==> src/mipsDecode_consts.svh <==
/* MIPS decode constants
   Field widths, opcode and funct codes, ALU and branch condition encodings */
`ifndef MIPS_DECODE_CONSTS_SVH
`define MIPS_DECODE_CONSTS_SVH

`define WORD_W      32
`define REG_ADDR_W  5
`define NUM_REGS    32
`define LINK_REG    5'd31
`define OPCODE_W    6
`define FUNCT_W     6
`define IMM_W       16
`define TARGET_W    26

// ------------------------------
// ALU operation codes
// ------------------------------
`define ALU_OP_W    4
`define ALU_ADD     4'd0
`define ALU_SUB     4'd1
`define ALU_AND     4'd2
`define ALU_OR      4'd3
`define ALU_XOR     4'd4
`define ALU_NOR     4'd5
`define ALU_SLT     4'd6
`define ALU_SLTU    4'd7
`define ALU_SLL     4'd8
`define ALU_SRL     4'd9
`define ALU_SRA     4'd10
`define ALU_LUI     4'd11

// ------------------------------
// Branch conditions
// ------------------------------
`define BR_COND_W   3
`define BR_EQ       3'd0
`define BR_NE       3'd1
`define BR_LEZ      3'd2
`define BR_GTZ      3'd3
`define BR_LTZ      3'd4
`define BR_GEZ      3'd5

// ------------------------------
// Opcodes
// ------------------------------
`define OP_SPECIAL  6'h00
`define OP_REGIMM   6'h01
`define OP_J        6'h02
`define OP_JAL      6'h03
`define OP_BEQ      6'h04
`define OP_BNE      6'h05
`define OP_BLEZ     6'h06
`define OP_BGTZ     6'h07
`define OP_ADDI     6'h08
`define OP_ADDIU    6'h09
`define OP_SLTI     6'h0a
`define OP_SLTIU    6'h0b
`define OP_ANDI     6'h0c
`define OP_ORI      6'h0d
`define OP_XORI     6'h0e
`define OP_LUI      6'h0f
`define OP_LB       6'h20
`define OP_LH       6'h21
`define OP_LW       6'h23
`define OP_LBU      6'h24
`define OP_LHU      6'h25
`define OP_SB       6'h28
`define OP_SH       6'h29
`define OP_SW       6'h2b

// SPECIAL funct field
`define FN_SLL      6'h00
`define FN_SRL      6'h02
`define FN_SRA      6'h03
`define FN_JR       6'h08
`define FN_ADD      6'h20
`define FN_ADDU     6'h21
`define FN_SUB      6'h22
`define FN_SUBU     6'h23
`define FN_AND      6'h24
`define FN_OR       6'h25
`define FN_XOR      6'h26
`define FN_NOR      6'h27
`define FN_SLT      6'h2a
`define FN_SLTU     6'h2b

// REGIMM rt field
`define RT_BLTZ     5'h00
`define RT_BGEZ     5'h01

`endif

==> src/mipsPkg.sv <==
/* MIPS decode package
   Instruction word with its R, I and J field views */
`default_nettype none

`include "mipsDecode_consts.svh"

package mipsPkg;

	// One fetched word, read through whichever format the decoder needs
	typedef union packed {
		struct packed {
			logic [`OPCODE_W-1:0]   opcode;
			logic [`REG_ADDR_W-1:0] rs;
			logic [`REG_ADDR_W-1:0] rt;
			logic [`REG_ADDR_W-1:0] rd;
			logic [`REG_ADDR_W-1:0] shamt;
			logic [`FUNCT_W-1:0]    funct;
		} rType;
		struct packed {
			logic [`OPCODE_W-1:0]   opcode;
			logic [`REG_ADDR_W-1:0] rs;
			logic [`REG_ADDR_W-1:0] rt;
			logic [`IMM_W-1:0]      imm16;
		} iType;
		struct packed {
			logic [`OPCODE_W-1:0]   opcode;
			logic [`TARGET_W-1:0]   target26;
		} jType;
	} instrWord_u;

endpackage

`default_nettype wire

==> src/controlDecoder.sv <==
/* Control decoder
   Opcode, funct and rt fields to control bits, ALU op and branch condition */
`timescale 1ns/1ps
`default_nettype none

`include "mipsDecode_consts.svh"

module controlDecoder import mipsPkg::*; (
	input  instrWord_u             instr,
	output logic [`ALU_OP_W-1:0]   aluOp,
	output logic [`BR_COND_W-1:0]  brCond,
	output logic                   regDst,
	output logic                   link,
	output logic                   jump,
	output logic                   jumpReg,
	output logic                   branch,
	output logic                   memRead,
	output logic                   memWrite,
	output logic                   memToReg,
	output logic                   aluSrc,
	output logic                   regWrite,
	output logic                   zeroExtend,
	output logic                   useShamt,
	output logic                   illegal
);

	always_comb begin
		aluOp      = `ALU_ADD;
		brCond     = `BR_EQ;
		regDst     = 1'b0;
		link       = 1'b0;
		jump       = 1'b0;
		jumpReg    = 1'b0;
		branch     = 1'b0;
		memRead    = 1'b0;
		memWrite   = 1'b0;
		memToReg   = 1'b0;
		aluSrc     = 1'b0;
		regWrite   = 1'b0;
		zeroExtend = 1'b0;
		useShamt   = 1'b0;
		illegal    = 1'b0;

		case (instr.rType.opcode)
			`OP_SPECIAL: begin
				regDst   = 1'b1;
				regWrite = 1'b1;
				case (instr.rType.funct)
					`FN_ADD, `FN_ADDU: aluOp = `ALU_ADD;
					`FN_SUB, `FN_SUBU: aluOp = `ALU_SUB;
					`FN_AND:  aluOp = `ALU_AND;
					`FN_OR:   aluOp = `ALU_OR;
					`FN_XOR:  aluOp = `ALU_XOR;
					`FN_NOR:  aluOp = `ALU_NOR;
					`FN_SLT:  aluOp = `ALU_SLT;
					`FN_SLTU: aluOp = `ALU_SLTU;
					`FN_SLL, `FN_SRL, `FN_SRA: begin
						useShamt = 1'b1;
						aluOp    = (instr.rType.funct == `FN_SLL) ? `ALU_SLL :
						           (instr.rType.funct == `FN_SRL) ? `ALU_SRL : `ALU_SRA;
					end
					`FN_JR: begin
						regDst   = 1'b0;
						regWrite = 1'b0;
						jump     = 1'b1;
						jumpReg  = 1'b1;
					end
					default: begin
						regDst   = 1'b0;
						regWrite = 1'b0;
						illegal  = 1'b1;
					end
				endcase
			end

			// Sign tests on rs selected by the rt field
			`OP_REGIMM: begin
				case (instr.iType.rt)
					`RT_BLTZ: begin
						branch = 1'b1;
						brCond = `BR_LTZ;
					end
					`RT_BGEZ: begin
						branch = 1'b1;
						brCond = `BR_GEZ;
					end
					default: illegal = 1'b1;
				endcase
			end

			`OP_BEQ, `OP_BNE, `OP_BLEZ, `OP_BGTZ: begin
				branch = 1'b1;
				brCond = (instr.rType.opcode == `OP_BEQ) ? `BR_EQ :
				         (instr.rType.opcode == `OP_BNE) ? `BR_NE :
				         (instr.rType.opcode == `OP_BLEZ) ? `BR_LEZ : `BR_GTZ;
			end

			`OP_J: jump = 1'b1;
			`OP_JAL: begin
				jump     = 1'b1;
				link     = 1'b1;
				regWrite = 1'b1;
			end

			`OP_ADDI, `OP_ADDIU, `OP_SLTI, `OP_SLTIU: begin
				aluSrc   = 1'b1;
				regWrite = 1'b1;
				if (instr.rType.opcode == `OP_SLTI)
					aluOp = `ALU_SLT;
				else if (instr.rType.opcode == `OP_SLTIU)
					aluOp = `ALU_SLTU;
			end

			// Logical immediates are zero extended
			`OP_ANDI, `OP_ORI, `OP_XORI, `OP_LUI: begin
				aluSrc     = 1'b1;
				regWrite   = 1'b1;
				zeroExtend = 1'b1;
				aluOp      = (instr.rType.opcode == `OP_ANDI) ? `ALU_AND :
				             (instr.rType.opcode == `OP_ORI) ? `ALU_OR :
				             (instr.rType.opcode == `OP_XORI) ? `ALU_XOR : `ALU_LUI;
			end

			`OP_LB, `OP_LH, `OP_LW, `OP_LBU, `OP_LHU: begin
				aluSrc   = 1'b1;
				regWrite = 1'b1;
				memRead  = 1'b1;
				memToReg = 1'b1;
			end

			`OP_SB, `OP_SH, `OP_SW: begin
				aluSrc   = 1'b1;
				memWrite = 1'b1;
			end

			default: illegal = 1'b1;
		endcase
	end

endmodule

`default_nettype wire

==> src/registerFile.sv <==
/* Register file
   32 words, two combinational reads, one clocked write-back port */
`timescale 1ns/1ps
`default_nettype none

`include "mipsDecode_consts.svh"

module registerFile (
	input  logic                    CLK,
	input  logic                    RESET,
	input  logic [`REG_ADDR_W-1:0]  rsAddr,
	input  logic [`REG_ADDR_W-1:0]  rtAddr,
	input  logic                    wbEnable,
	input  logic [`REG_ADDR_W-1:0]  wbReg,
	input  logic [`WORD_W-1:0]      wbData,
	output logic [`WORD_W-1:0]      rsData,
	output logic [`WORD_W-1:0]      rtData
);

	logic [`WORD_W-1:0] regs [`NUM_REGS];

	always_ff @(posedge CLK or negedge RESET) begin
		if (!RESET) begin
			for (int i = 0; i < `NUM_REGS; i++)
				regs[i] <= '0;
		end else if (wbEnable && (wbReg != '0)) begin
			regs[wbReg] <= wbData;
		end
	end

	// r0 is hardwired to zero
	assign rsData = (rsAddr == '0) ? '0 : regs[rsAddr];
	assign rtData = (rtAddr == '0) ? '0 : regs[rtAddr];

endmodule

`default_nettype wire

==> src/branchResolver.sv <==
/* Branch resolver
   Evaluates the branch condition and picks the next instruction address */
`timescale 1ns/1ps
`default_nettype none

`include "mipsDecode_consts.svh"

module branchResolver import mipsPkg::*; (
	input  instrWord_u              instr,
	input  logic [`WORD_W-1:0]      pcPlus4,
	input  logic [`WORD_W-1:0]      rsData,
	input  logic [`WORD_W-1:0]      rtData,
	input  logic                    branch,
	input  logic                    jump,
	input  logic                    jumpReg,
	input  logic [`BR_COND_W-1:0]   brCond,
	output logic                    taken,
	output logic [`WORD_W-1:0]      nextPc
);

	logic               condTrue;
	logic               rsZero;
	logic               rsNeg;
	logic [`WORD_W-1:0] branchTarget;
	logic [`WORD_W-1:0] jumpTarget;

	assign rsZero = (rsData == '0);
	assign rsNeg  = rsData[`WORD_W-1];

	always_comb begin
		case (brCond)
			`BR_EQ:  condTrue = (rsData == rtData);
			`BR_NE:  condTrue = (rsData != rtData);
			`BR_LEZ: condTrue = rsNeg || rsZero;
			`BR_GTZ: condTrue = !rsNeg && !rsZero;
			`BR_LTZ: condTrue = rsNeg;
			`BR_GEZ: condTrue = !rsNeg;
			default: condTrue = 1'b0;
		endcase
	end

	// Word offset relative to the delay slot
	assign branchTarget = pcPlus4 + {{(`WORD_W-`IMM_W-2){instr.iType.imm16[`IMM_W-1]}},
	                                 instr.iType.imm16, 2'b00};

	// Region of the delay slot plus the word target
	assign jumpTarget = {pcPlus4[`WORD_W-1:`TARGET_W+2], instr.jType.target26, 2'b00};

	assign taken  = jump || (branch && condTrue);
	assign nextPc = jump ? (jumpReg ? rsData : jumpTarget) :
	                taken ? branchTarget : pcPlus4;

endmodule

`default_nettype wire

==> src/idExRegister.sv <==
/* ID/EX pipeline register
   Forms execute operands and holds one decoded instruction under valid/ready */
`timescale 1ns/1ps
`default_nettype none

`include "mipsDecode_consts.svh"

module idExRegister import mipsPkg::*; (
	input  logic                    CLK,
	input  logic                    RESET,
	input  logic                    instrValid,
	input  logic                    exReady,
	input  instrWord_u              instr,
	input  logic [`WORD_W-1:0]      pcPlus4,
	input  logic [`WORD_W-1:0]      rsData,
	input  logic [`WORD_W-1:0]      rtData,
	input  logic [`ALU_OP_W-1:0]    aluOp,
	input  logic                    regDst,
	input  logic                    link,
	input  logic                    memRead,
	input  logic                    memWrite,
	input  logic                    memToReg,
	input  logic                    aluSrc,
	input  logic                    regWrite,
	input  logic                    zeroExtend,
	input  logic                    useShamt,
	input  logic                    illegal,
	input  logic                    taken,
	input  logic [`WORD_W-1:0]      nextPc,
	output logic                    instrReady,
	output logic                    exValid,
	output logic [`ALU_OP_W-1:0]    exAluOp,
	output logic [`WORD_W-1:0]      exOperandA,
	output logic [`WORD_W-1:0]      exOperandB,
	output logic [`WORD_W-1:0]      exStoreData,
	output logic [`REG_ADDR_W-1:0]  exWriteReg,
	output logic                    exWriteEnable,
	output logic                    exMemRead,
	output logic                    exMemWrite,
	output logic                    exMemToReg,
	output logic                    exTaken,
	output logic [`WORD_W-1:0]      exNextPc,
	output logic                    exIllegal
);

	logic                   accept;
	logic [`WORD_W-1:0]     immExt;
	logic [`WORD_W-1:0]     operandA;
	logic [`WORD_W-1:0]     operandB;
	logic [`REG_ADDR_W-1:0] writeReg;

	// ------------------------------
	// Handshake
	// ------------------------------
	assign instrReady = !exValid || exReady;
	assign accept     = instrValid && instrReady;

	// ------------------------------
	// Operand forming
	// ------------------------------
	assign immExt = zeroExtend ?
	                {{(`WORD_W-`IMM_W){1'b0}}, instr.iType.imm16} :
	                {{(`WORD_W-`IMM_W){instr.iType.imm16[`IMM_W-1]}}, instr.iType.imm16};

	// Link writes pcPlus4 + 4 as the return address
	assign operandA = link ? pcPlus4 :
	                  useShamt ? {{(`WORD_W-`REG_ADDR_W){1'b0}}, instr.rType.shamt} : rsData;
	assign operandB = link ? `WORD_W'd4 :
	                  aluSrc ? immExt : rtData;

	assign writeReg = regDst ? instr.rType.rd :
	                  link ? `LINK_REG : instr.rType.rt;

	always_ff @(posedge CLK or negedge RESET) begin
		if (!RESET) begin
			exValid       <= 1'b0;
			exAluOp       <= '0;
			exWriteReg    <= '0;
			exWriteEnable <= 1'b0;
			exMemRead     <= 1'b0;
			exMemWrite    <= 1'b0;
			exMemToReg    <= 1'b0;
			exTaken       <= 1'b0;
			exIllegal     <= 1'b0;
		end else if (accept) begin
			exValid       <= 1'b1;
			exAluOp       <= aluOp;
			exWriteReg    <= writeReg;
			exWriteEnable <= regWrite && (writeReg != '0);
			exMemRead     <= memRead;
			exMemWrite    <= memWrite;
			exMemToReg    <= memToReg;
			exTaken       <= taken;
			exIllegal     <= illegal;
		end else if (exReady) begin
			exValid       <= 1'b0;
		end
	end

	// Data words
	always_ff @(posedge CLK) begin
		if (accept) begin
			exOperandA  <= operandA;
			exOperandB  <= operandB;
			exStoreData <= rtData;
			exNextPc    <= nextPc;
		end
	end

	// A stalled item stays presented until execute takes it
	stallHoldsValid: assert property (@(posedge CLK) disable iff (!RESET)
		exValid && !exReady |=> exValid);

endmodule

`default_nettype wire

==> src/decodeStage.sv <==
/* MIPS decode stage
   Control decoder, register file, branch resolver and ID/EX register */
`timescale 1ns/1ps
`default_nettype none

`include "mipsDecode_consts.svh"

module decodeStage import mipsPkg::*; (
	input  logic                    CLK,
	input  logic                    RESET,
	input  logic                    instrValid,
	input  instrWord_u              instr,
	input  logic [`WORD_W-1:0]      pcPlus4,
	input  logic                    exReady,
	input  logic                    wbEnable,
	input  logic [`REG_ADDR_W-1:0]  wbReg,
	input  logic [`WORD_W-1:0]      wbData,
	output logic                    instrReady,
	output logic                    exValid,
	output logic [`ALU_OP_W-1:0]    exAluOp,
	output logic [`WORD_W-1:0]      exOperandA,
	output logic [`WORD_W-1:0]      exOperandB,
	output logic [`WORD_W-1:0]      exStoreData,
	output logic [`REG_ADDR_W-1:0]  exWriteReg,
	output logic                    exWriteEnable,
	output logic                    exMemRead,
	output logic                    exMemWrite,
	output logic                    exMemToReg,
	output logic                    exTaken,
	output logic [`WORD_W-1:0]      exNextPc,
	output logic                    exIllegal
);

	logic [`ALU_OP_W-1:0]  aluOp;
	logic [`BR_COND_W-1:0] brCond;
	logic                  regDst;
	logic                  link;
	logic                  jump;
	logic                  jumpReg;
	logic                  branch;
	logic                  memRead;
	logic                  memWrite;
	logic                  memToReg;
	logic                  aluSrc;
	logic                  regWrite;
	logic                  zeroExtend;
	logic                  useShamt;
	logic                  illegal;
	logic [`WORD_W-1:0]    rsData;
	logic [`WORD_W-1:0]    rtData;
	logic                  taken;
	logic [`WORD_W-1:0]    nextPc;

	controlDecoder decoder (
		.instr(instr), .aluOp(aluOp), .brCond(brCond), .regDst(regDst), .link(link),
		.jump(jump), .jumpReg(jumpReg), .branch(branch), .memRead(memRead),
		.memWrite(memWrite), .memToReg(memToReg), .aluSrc(aluSrc), .regWrite(regWrite),
		.zeroExtend(zeroExtend), .useShamt(useShamt), .illegal(illegal)
	);

	registerFile regFile (
		.CLK(CLK), .RESET(RESET), .rsAddr(instr.rType.rs), .rtAddr(instr.rType.rt),
		.wbEnable(wbEnable), .wbReg(wbReg), .wbData(wbData),
		.rsData(rsData), .rtData(rtData)
	);

	branchResolver resolver (
		.instr(instr), .pcPlus4(pcPlus4), .rsData(rsData), .rtData(rtData),
		.branch(branch), .jump(jump), .jumpReg(jumpReg), .brCond(brCond),
		.taken(taken), .nextPc(nextPc)
	);

	idExRegister pipeReg (
		.CLK(CLK), .RESET(RESET), .instrValid(instrValid), .exReady(exReady),
		.instr(instr), .pcPlus4(pcPlus4), .rsData(rsData), .rtData(rtData),
		.aluOp(aluOp), .regDst(regDst), .link(link), .memRead(memRead),
		.memWrite(memWrite), .memToReg(memToReg), .aluSrc(aluSrc), .regWrite(regWrite),
		.zeroExtend(zeroExtend), .useShamt(useShamt), .illegal(illegal),
		.taken(taken), .nextPc(nextPc), .instrReady(instrReady), .exValid(exValid),
		.exAluOp(exAluOp), .exOperandA(exOperandA), .exOperandB(exOperandB),
		.exStoreData(exStoreData), .exWriteReg(exWriteReg), .exWriteEnable(exWriteEnable),
		.exMemRead(exMemRead), .exMemWrite(exMemWrite), .exMemToReg(exMemToReg),
		.exTaken(exTaken), .exNextPc(exNextPc), .exIllegal(exIllegal)
	);

endmodule

`default_nettype wire

==> config.mk <==
export PLATFORM = sky130hd
export DESIGN_NAME = decodeStage
export DESIGN_NICKNAME = d
export VERILOG_FILES = /design/src/mipsPkg.sv /design/src/controlDecoder.sv /design/src/registerFile.sv /design/src/branchResolver.sv /design/src/idExRegister.sv /design/src/decodeStage.sv
export VERILOG_INCLUDE_DIRS = /design/src /design/src/src
export SDC_FILE = /design/constraint.sdc
export NUM_CORES = 2
export LEC_CHECK = 0
export BUFFER_PORTS_ARGS = -buffer_cell sky130_fd_sc_hd__buf_2
export CAP_MARGIN = 25
export CORE_AREA = 2 2 299 419
export CTS_BUF_LIST = sky130_fd_sc_hd__clkbuf_8
export CTS_CLUSTER_SIZE = 40
export DETAILED_ROUTE_END_ITERATION = 10
export DIE_AREA = 0 0 301 421
export PLACE_DENSITY = 0.68
export SLEW_MARGIN = 40
export SYNTH_ARGS = -nofsm -noshare
export SYNTH_HDL_FRONTEND = slang
export SYNTH_SLANG_ARGS = --single-unit
==> constraint.sdc <==
create_clock -name CLK -period 12.4 [get_ports CLK]
set_input_delay 1.24 -clock CLK [delete_from_list [all_inputs] [get_ports CLK]]
set_output_delay 1.24 -clock CLK [all_outputs]
set_load 0.005 [all_outputs]
# [Word-level counts from Yosys, hierarchy flattened]
# Index checks and enable logic that the tools add are counted.
[word_totals] reg_bits=1167 in_bits=106 out_inout_bits=145 word_cells=186
[op_classes] addsub=1 n_lt_le_gt_ge=4 eq_ne=44 n_mux=55 bitwise=3 n_reduce_logical=35
[ops] cell="$bwmux W1024" count=1
[ops] cell="$mux W32" count=14
[ops] cell="$bmux W32 S5" count=2
[ops] cell="$demux W32 S5" count=1
[ops] cell="$eq A6 B6 Y1 const B" count=18
[ops] cell="$eq A6 B4 Y1 const B" count=9
[ops] cell="$add A32 B32 Y32" count=1
[ops] cell="$eq A32 B32 Y1" count=1
[ops] cell="$logic_not A32 Y1" count=1
[ops] cell="$ne A32 B32 Y1" count=1
[ops] cell="$pmux W4 S8" count=1
[ops] cell="$reduce_or A14 Y1" count=2
[ops] cell="$eq A6 B2 Y1 const B" count=4
[ops] cell="$eq A6 B3 Y1 const B" count=4
[ops] cell="$reduce_or A22 Y1" count=1
[ops] cell="$mux W4" count=5
[ops] cell="$ge A6 B6 Y1 const B" count=3
[ops] cell="$not A5 Y6" count=3
[ops] cell="$mux W1" count=17
[ops] cell="$reduce_or A16 Y1" count=1
[ops] cell="$reduce_or A13 Y1" count=1
[ops] cell="$logic_not A6 Y1" count=2
[ops] cell="$pmux W3 S2" count=2
[ops] cell="$pmux W4 S3" count=1
[ops] cell="23 further kinds" count=46

# [Logic depth before layout (Yosys ltp)]
[logic_depth] word_depth=13 depth_mapped=19 depth_no_buf=15

# [Modules after synthesis]
# Synthesis repeated with hierarchy kept, for this count alone.
[hier_totals] cells_unflattened=4430 area_unflattened_um2=63223.1
[by_module_without_submodules] mod="registerFile" n_inst=1 cells_per_inst=3623 area_each_um2=54461.0 seq_area_each_um2=25624.6
[by_module_without_submodules] mod="idExRegister" n_inst=1 cells_per_inst=312 area_each_um2=5376.4 seq_area_each_um2=4244.1
[by_module_without_submodules] mod="branchResolver" n_inst=1 cells_per_inst=416 area_each_um2=2907.8 seq_area_each_um2=0.0
[by_module_without_submodules] mod="controlDecoder" n_inst=1 cells_per_inst=79 area_each_um2=478.0 seq_area_each_um2=0.0

# [Least setup slack after synthesis]
# No wires, ideal clock.
[synth_path] path_type="input port to flip-flop" from="in exReady" to="reg pipeReg.exTaken" setup_ns=0.325 arrival_time_ns=5.575 required_ns=12.075 path_slack_ns=6.501 cell_stages=5 n_path_buf=1 path_cell_list="nand2b_1 > nand2_1 > inv_1 > clkbuf_1 > a31oi_1"
[synth_between] elab_chain_len=2
[synth_lines] item="start: declaration" line_no="decodeStage.sv:14" text="input logic exReady,"
[synth_lines] item="$logic_or A1 B1 Y1" line_no="idExRegister.sv:55" text="assign instrReady = !exValid || exReady;"
[synth_lines] item="$logic_and A1 B1 Y1" line_no="idExRegister.sv:56" text="assign accept = instrValid && instrReady;"
[synth_lines] item="via pipeReg.accept" line_no="idExRegister.sv:46" text="logic accept;"
[synth_lines] item="end signal: assignment" line_no="idExRegister.sv:93" text="exTaken <= taken;"
[synth_lines] item="end: declaration" line_no="idExRegister.sv:41" text="output logic exTaken,"
# The timed path passes the listed nets, and every way through them passes these cells.
# A chain may end at the register's enable or synchronous reset.

# [Worst setup path after layout]
[layout_path] from="in instr[22] (netlist bit)" to="reg pipeReg.exNextPc[31] (data pin)"
[layout_between] elab_chain_len=13 elab_cells_between_ends=19 classes_between="2 x eq/ne; 8 x mux; 1 x bitwise; 8 x reduce/logical"
[layout_lines] item="start: declaration" line_no="decodeStage.sv:12" text="input instrWord_u instr,"
[layout_lines] item="$not A5 Y6 (not written as such)" line_no="registerFile.sv:32" text="assign rsData = (rsAddr == '0) ? '0 : regs[rsAddr];"
[layout_lines] item="$bmux W32 S5" line_no="registerFile.sv:32"
[layout_lines] item="$mux W32 (not written as such) (2 in a row)" line_no="registerFile.sv:32"
[layout_lines] item="$mux W32 (*)" line_no="registerFile.sv:32"
[layout_lines] item="$logic_not A32 Y1" line_no="branchResolver.sv:27" text="assign rsZero = (rsData == '0);"
[layout_lines] item="$logic_not A1 Y1" line_no="branchResolver.sv:35" text="`BR_GTZ: condTrue = !rsNeg && !rsZero;"
[layout_lines] item="$logic_and A1 B1 Y1" line_no="branchResolver.sv:35"
[layout_lines] item="$pmux W1 S6" line_no="branchResolver.sv:31" text="case (brCond)"
[layout_lines] item="$logic_and A1 B1 Y1" line_no="branchResolver.sv:49" text="assign taken = jump || (branch && condTrue);"
[layout_lines] item="$logic_or A1 B1 Y1" line_no="branchResolver.sv:49"
[layout_lines] item="$mux W32" line_no="branchResolver.sv:51" text="taken ? branchTarget : pcPlus4;"
[layout_lines] item="$mux W32 (*)" line_no="branchResolver.sv:50" text="assign nextPc = jump ? (jumpReg ? rsData : jumpTarget) :"
[layout_lines] item="via nextPc[31]" line_no="decodeStage.sv:52" text="logic [`WORD_W-1:0] nextPc;"
[layout_lines] item="end signal: assignment" line_no="idExRegister.sv:106" text="exNextPc <= nextPc;"
[layout_lines] item="end: declaration" line_no="idExRegister.sv:42" text="output logic [`WORD_W-1:0] exNextPc,"
# Mark *: on every way through the listed nets, which the timed path passes. The rest lies on a longest branch. The select of a mux whose other input is x is not followed.

==> summary.txt <==
Synth
  – Post-synthesis xor/xnor area fraction: 0.829%
  – Post-synth EDFFs: 128
  – Top cells by count, synth: dfrtp_1 (1039), mux2_2 (997), mux4_2 (533)
  – Mapped Cells: 4246
  – Most frequent cell after synthesis: dfrtp_1
  – Mean area per synthesized cell: 14.7 um^2
  – Compound-Gate Fraction of Synth Area: 3.98%
  – Net count after synthesis: 4382
  – Ys flop type: dfrtp_1
  – Synth Cell Area: 0.0624 mm^2
  – Post-synth ARST share: 89.0%
  – Yosys Warn Count: 0
  – Top cell type's share of synthesized area: 41.7%
  – Cell taking the most area after synthesis: dfrtp_1
  – Synth area leaders: dfrtp_1 (42%), mux4_2 (19%), mux2_2 (18%)
  – Post-synthesis adder-cell area fraction: 0.614%
  – Post-synthesis simple-gate area fraction: 3.35%
  – Yosys reg bits: 1167
  – Post-synth cell types: 69
  – Sequential share of the synthesized area: 47.9%
  – Mux cell area share after synthesis: 39.9%
  – Largest family of logic cells by synthesized area: multiplexers

CTS
  – # clock sinks: 1167
  – Clock Tree Root: clkbuf_8
  – TritonCTS clock tree: built
  – Clk_lat worst skew: 0.92 ns
  – Clk buf depth: 3
  – Hold buffers post-CTS: 0
  – Worst-path clk slew: 0.06 ns
  – Post-CTS Setup Repair Bufs: 0
  – Htree depth: 4
  – PostCTS Resize Cnt: 0
  – CTS Buf Count: 179

STA
  – Worst-margin pin slew: 0.908 ns
  – Tmin final: 6.09 ns
  – Relative slew slack: 39.3%
  – Final Hold Viols: 0
  – Post-layout worst setup margin: 6.31 ns
  – Worst clock skew: 0.0655 ns
  – Highest clock rate: 164 MHz
  – Final Cycle Share: 49.1%
  – Slew Viols, Final: 0
  – Fin Setup TNS: 0 ns
  – Final setup vio count: 0
  – RSZ-0062 raised after global routing: no

Worst setup path
  – CP Capture Type: flip-flop
  – R2r startpoint: regFile.regs[109]
  – Worst EP required: 13.06 ns
  – Worst R2R Path Depth: 13
  – Startpoint class of the critical path: primary input
  – Cells along the critical path: buf_8 -> buf_12 -> buf_4 -> mux4_2 -> o22ai_1 -> a211oi_1 -> nand2_1 -> xnor2_1 -> nor4_1 -> nand4_1 -> nor3_2 -> xnor2_1 -> a41oi_4 -> buf_4 -> nor3b_1 -> or3_1
  – Slowest cell on crit path: buf_4
  – Reg2Reg Capture Point: pipeReg.exNextPc[31]
  – Critical path class: primary input to flip-flop
  – R2r setup slk: 7.83 ns
  – Crit path max fanout: 101
  – CP Buf/Inv Count: 4
  – Critical path's largest stage delay: 0.69 ns
  – Critical path arrival: 6.75 ns
  – Delay-heaviest family, CP: buffers and inverters

Job
  – Number of max-cap violations: 0

Route
  – Total Wirelength: 199 mm
  – First-pass detailed-route iteration total: 6
  – Avg Vias per Cell: 6.71
  – Number of DRC markers in iteration 0: 3646
  – Drc violations: 0
  – Per-cell routed wire length: 32.6 um
  – DR vias: 41000
  – DRT antenna net count: 0

Finish
  – Fill cells: 9886
  – Area grow syn2layout: 10.2%
  – Nets: 4469
  – Layout cell share with drive strength beyond 1: 49.2%
  – Final cell count without fillers: 6106

Floorplanning
  – Die area: 0.127 mm^2
  – Ports: 251
  – Die H: 421 um
  – Initial core utilization: 50.5%
  – Core Box Area: 0.123 mm^2
  – FP Rows: 153
  – Die W: 301 um

Hold path
  – Worst Hold Class: primary input to asynchronous set/reset pin

Global route
  – Total GRT Usage: 31.7%
  – Wire length of the first global-routing pass: 294 mm
  – GRT Residual Overflow: 0
  – Initial antenna violation count: 16
  – Largest net degree at the start of global routing: 151
  – Number of global-route vias before repair: 42600

Power
  – Worst vdd ir: 0.0925 mV
  – Comb pwr share: 21.9%
  – Switch share: 28.9%
  – Reg power frac: 47.5%
  – Pwr Density: 155 mW/mm^2
  – Power share of the clock group: 30.6%
  – Net Sw Power: 0.00309 W
  – P_int: 0.00758 W
  – Pleak: 29.7 nW

Placed design
  – Worst slack at placement: 5.34 ns
  – Post-detail-place hpwl: 124 mm
  – Placed insts: 5775
  – Routability cong.: 0.983
  – Buffers on Ports: 250

Outcome
  – Status: complete, no violations
registers in the layout (all words and copies together) (netlist names):
signal                 flops
pipeReg.exAluOp            4
pipeReg.exIllegal          1
pipeReg.exMemToReg         1
pipeReg.exMemWrite         1
pipeReg.exNextPc          32
pipeReg.exOperandA        32
pipeReg.exOperandB        32
pipeReg.exStoreData       32
pipeReg.exTaken            1
pipeReg.exValid            1
pipeReg.exWriteEnable      1
pipeReg.exWriteReg         5
regFile.regs            1024
layout make-up:
type	instances	area, um^2	area share (%)
Tap cell	1627	2040	2.96
Timing Repair Buffer	357	2570	3.75
Sequential cell	1167	29800	43.4
Inverter	22	87.6	0.127
Antenna cell	9	22.5	0.0328
Clock inverter	92	488	0.710
Clock buffer	226	3110	4.53
Multi-Input combinational cell	2606	30500	44.4
power groups by stage:
stage                     registers [W]  clock network (W)  logic [W]
after floorplan                 0.00494                  0    0.00171
after global routing            0.00514            0.00348    0.00249
after CTS                       0.00504            0.00330    0.00232
after global placement          0.00507                  0    0.00226
after detailed placement        0.00511                  0    0.00231
final                           0.00506            0.00326    0.00234
kinds of logic (layout without fill, tap and decap cells):
logic type | after synthesis | after routing
AO/OA/AOI/OAI | 361 | 361
multiplexers | 1692 | 1692
XOR/XNOR | 59 | 59
other | 0 | 9
AND/OR/NAND/NOR | 464 | 464
flip-flops | 1167 | 1167
buffers and inverters | 473 | 697
adder cells (fa/ha/maj) | 30 | 30
through the flow:
step	total power, W	util [%]	hold WS (ns)	instance area, um^2
floorplan	0.00665	-	0.425	62400
global placement	0.00734	52.3	0.361	64600
detailed placement	0.00742	52.6	0.365	65000
CTS	0.0107	55.5	0.378	68500
global route	0.0111	55.6	0.219	68700
finish	0.0107	55.6	0.237	68700
placed cells by master, fill, tap and decap left out, drive strengths merged, types with 13 or more instances in the layout:
cell     count
clkinv      24
nand4       14
a211oi      38
mux2i      161
nand2b      14
ha          29
a21oi       56
clkbuf     226
a221oi      22
nand3       20
o21ai       65
o22ai       60
edfxtp     128
o2111ai     31
mux2       998
buf        357
a21o        31
dfrtp     1039
inv         85
mux4       533
nor2       106
xor2        13
xnor2       46
nand2      222
nor3        28
worst max-delay path by stage:
stage	from	to	slack [ns]	depth (start not counted)
floorplan	exReady	pipeReg.exTaken	6.50	5
global placement	instr[22]	pipeReg.exNextPc[31]	5.30	16
detailed placement	instr[22]	pipeReg.exNextPc[31]	5.34	16
CTS	instr[22]	pipeReg.exNextPc[31]	6.33	16
global route	instr[22]	pipeReg.exNextPc[31]	6.06	16
finish	instr[22]	pipeReg.exNextPc[31]	6.31	16
layer usage:
metal / vias to the layer above / global-route usage, % / routed length, um
met2: 2080 / 51.1 / 96300
met5: - / 0 / 46
met3: 598 / 7.66 / 16900
li1: 16500 / - / -
met4: 8 / 17.7 / 12300
met1: 21800 / 39.4 / 73200
Note: power is estimated with default switching activity, not from simulation.
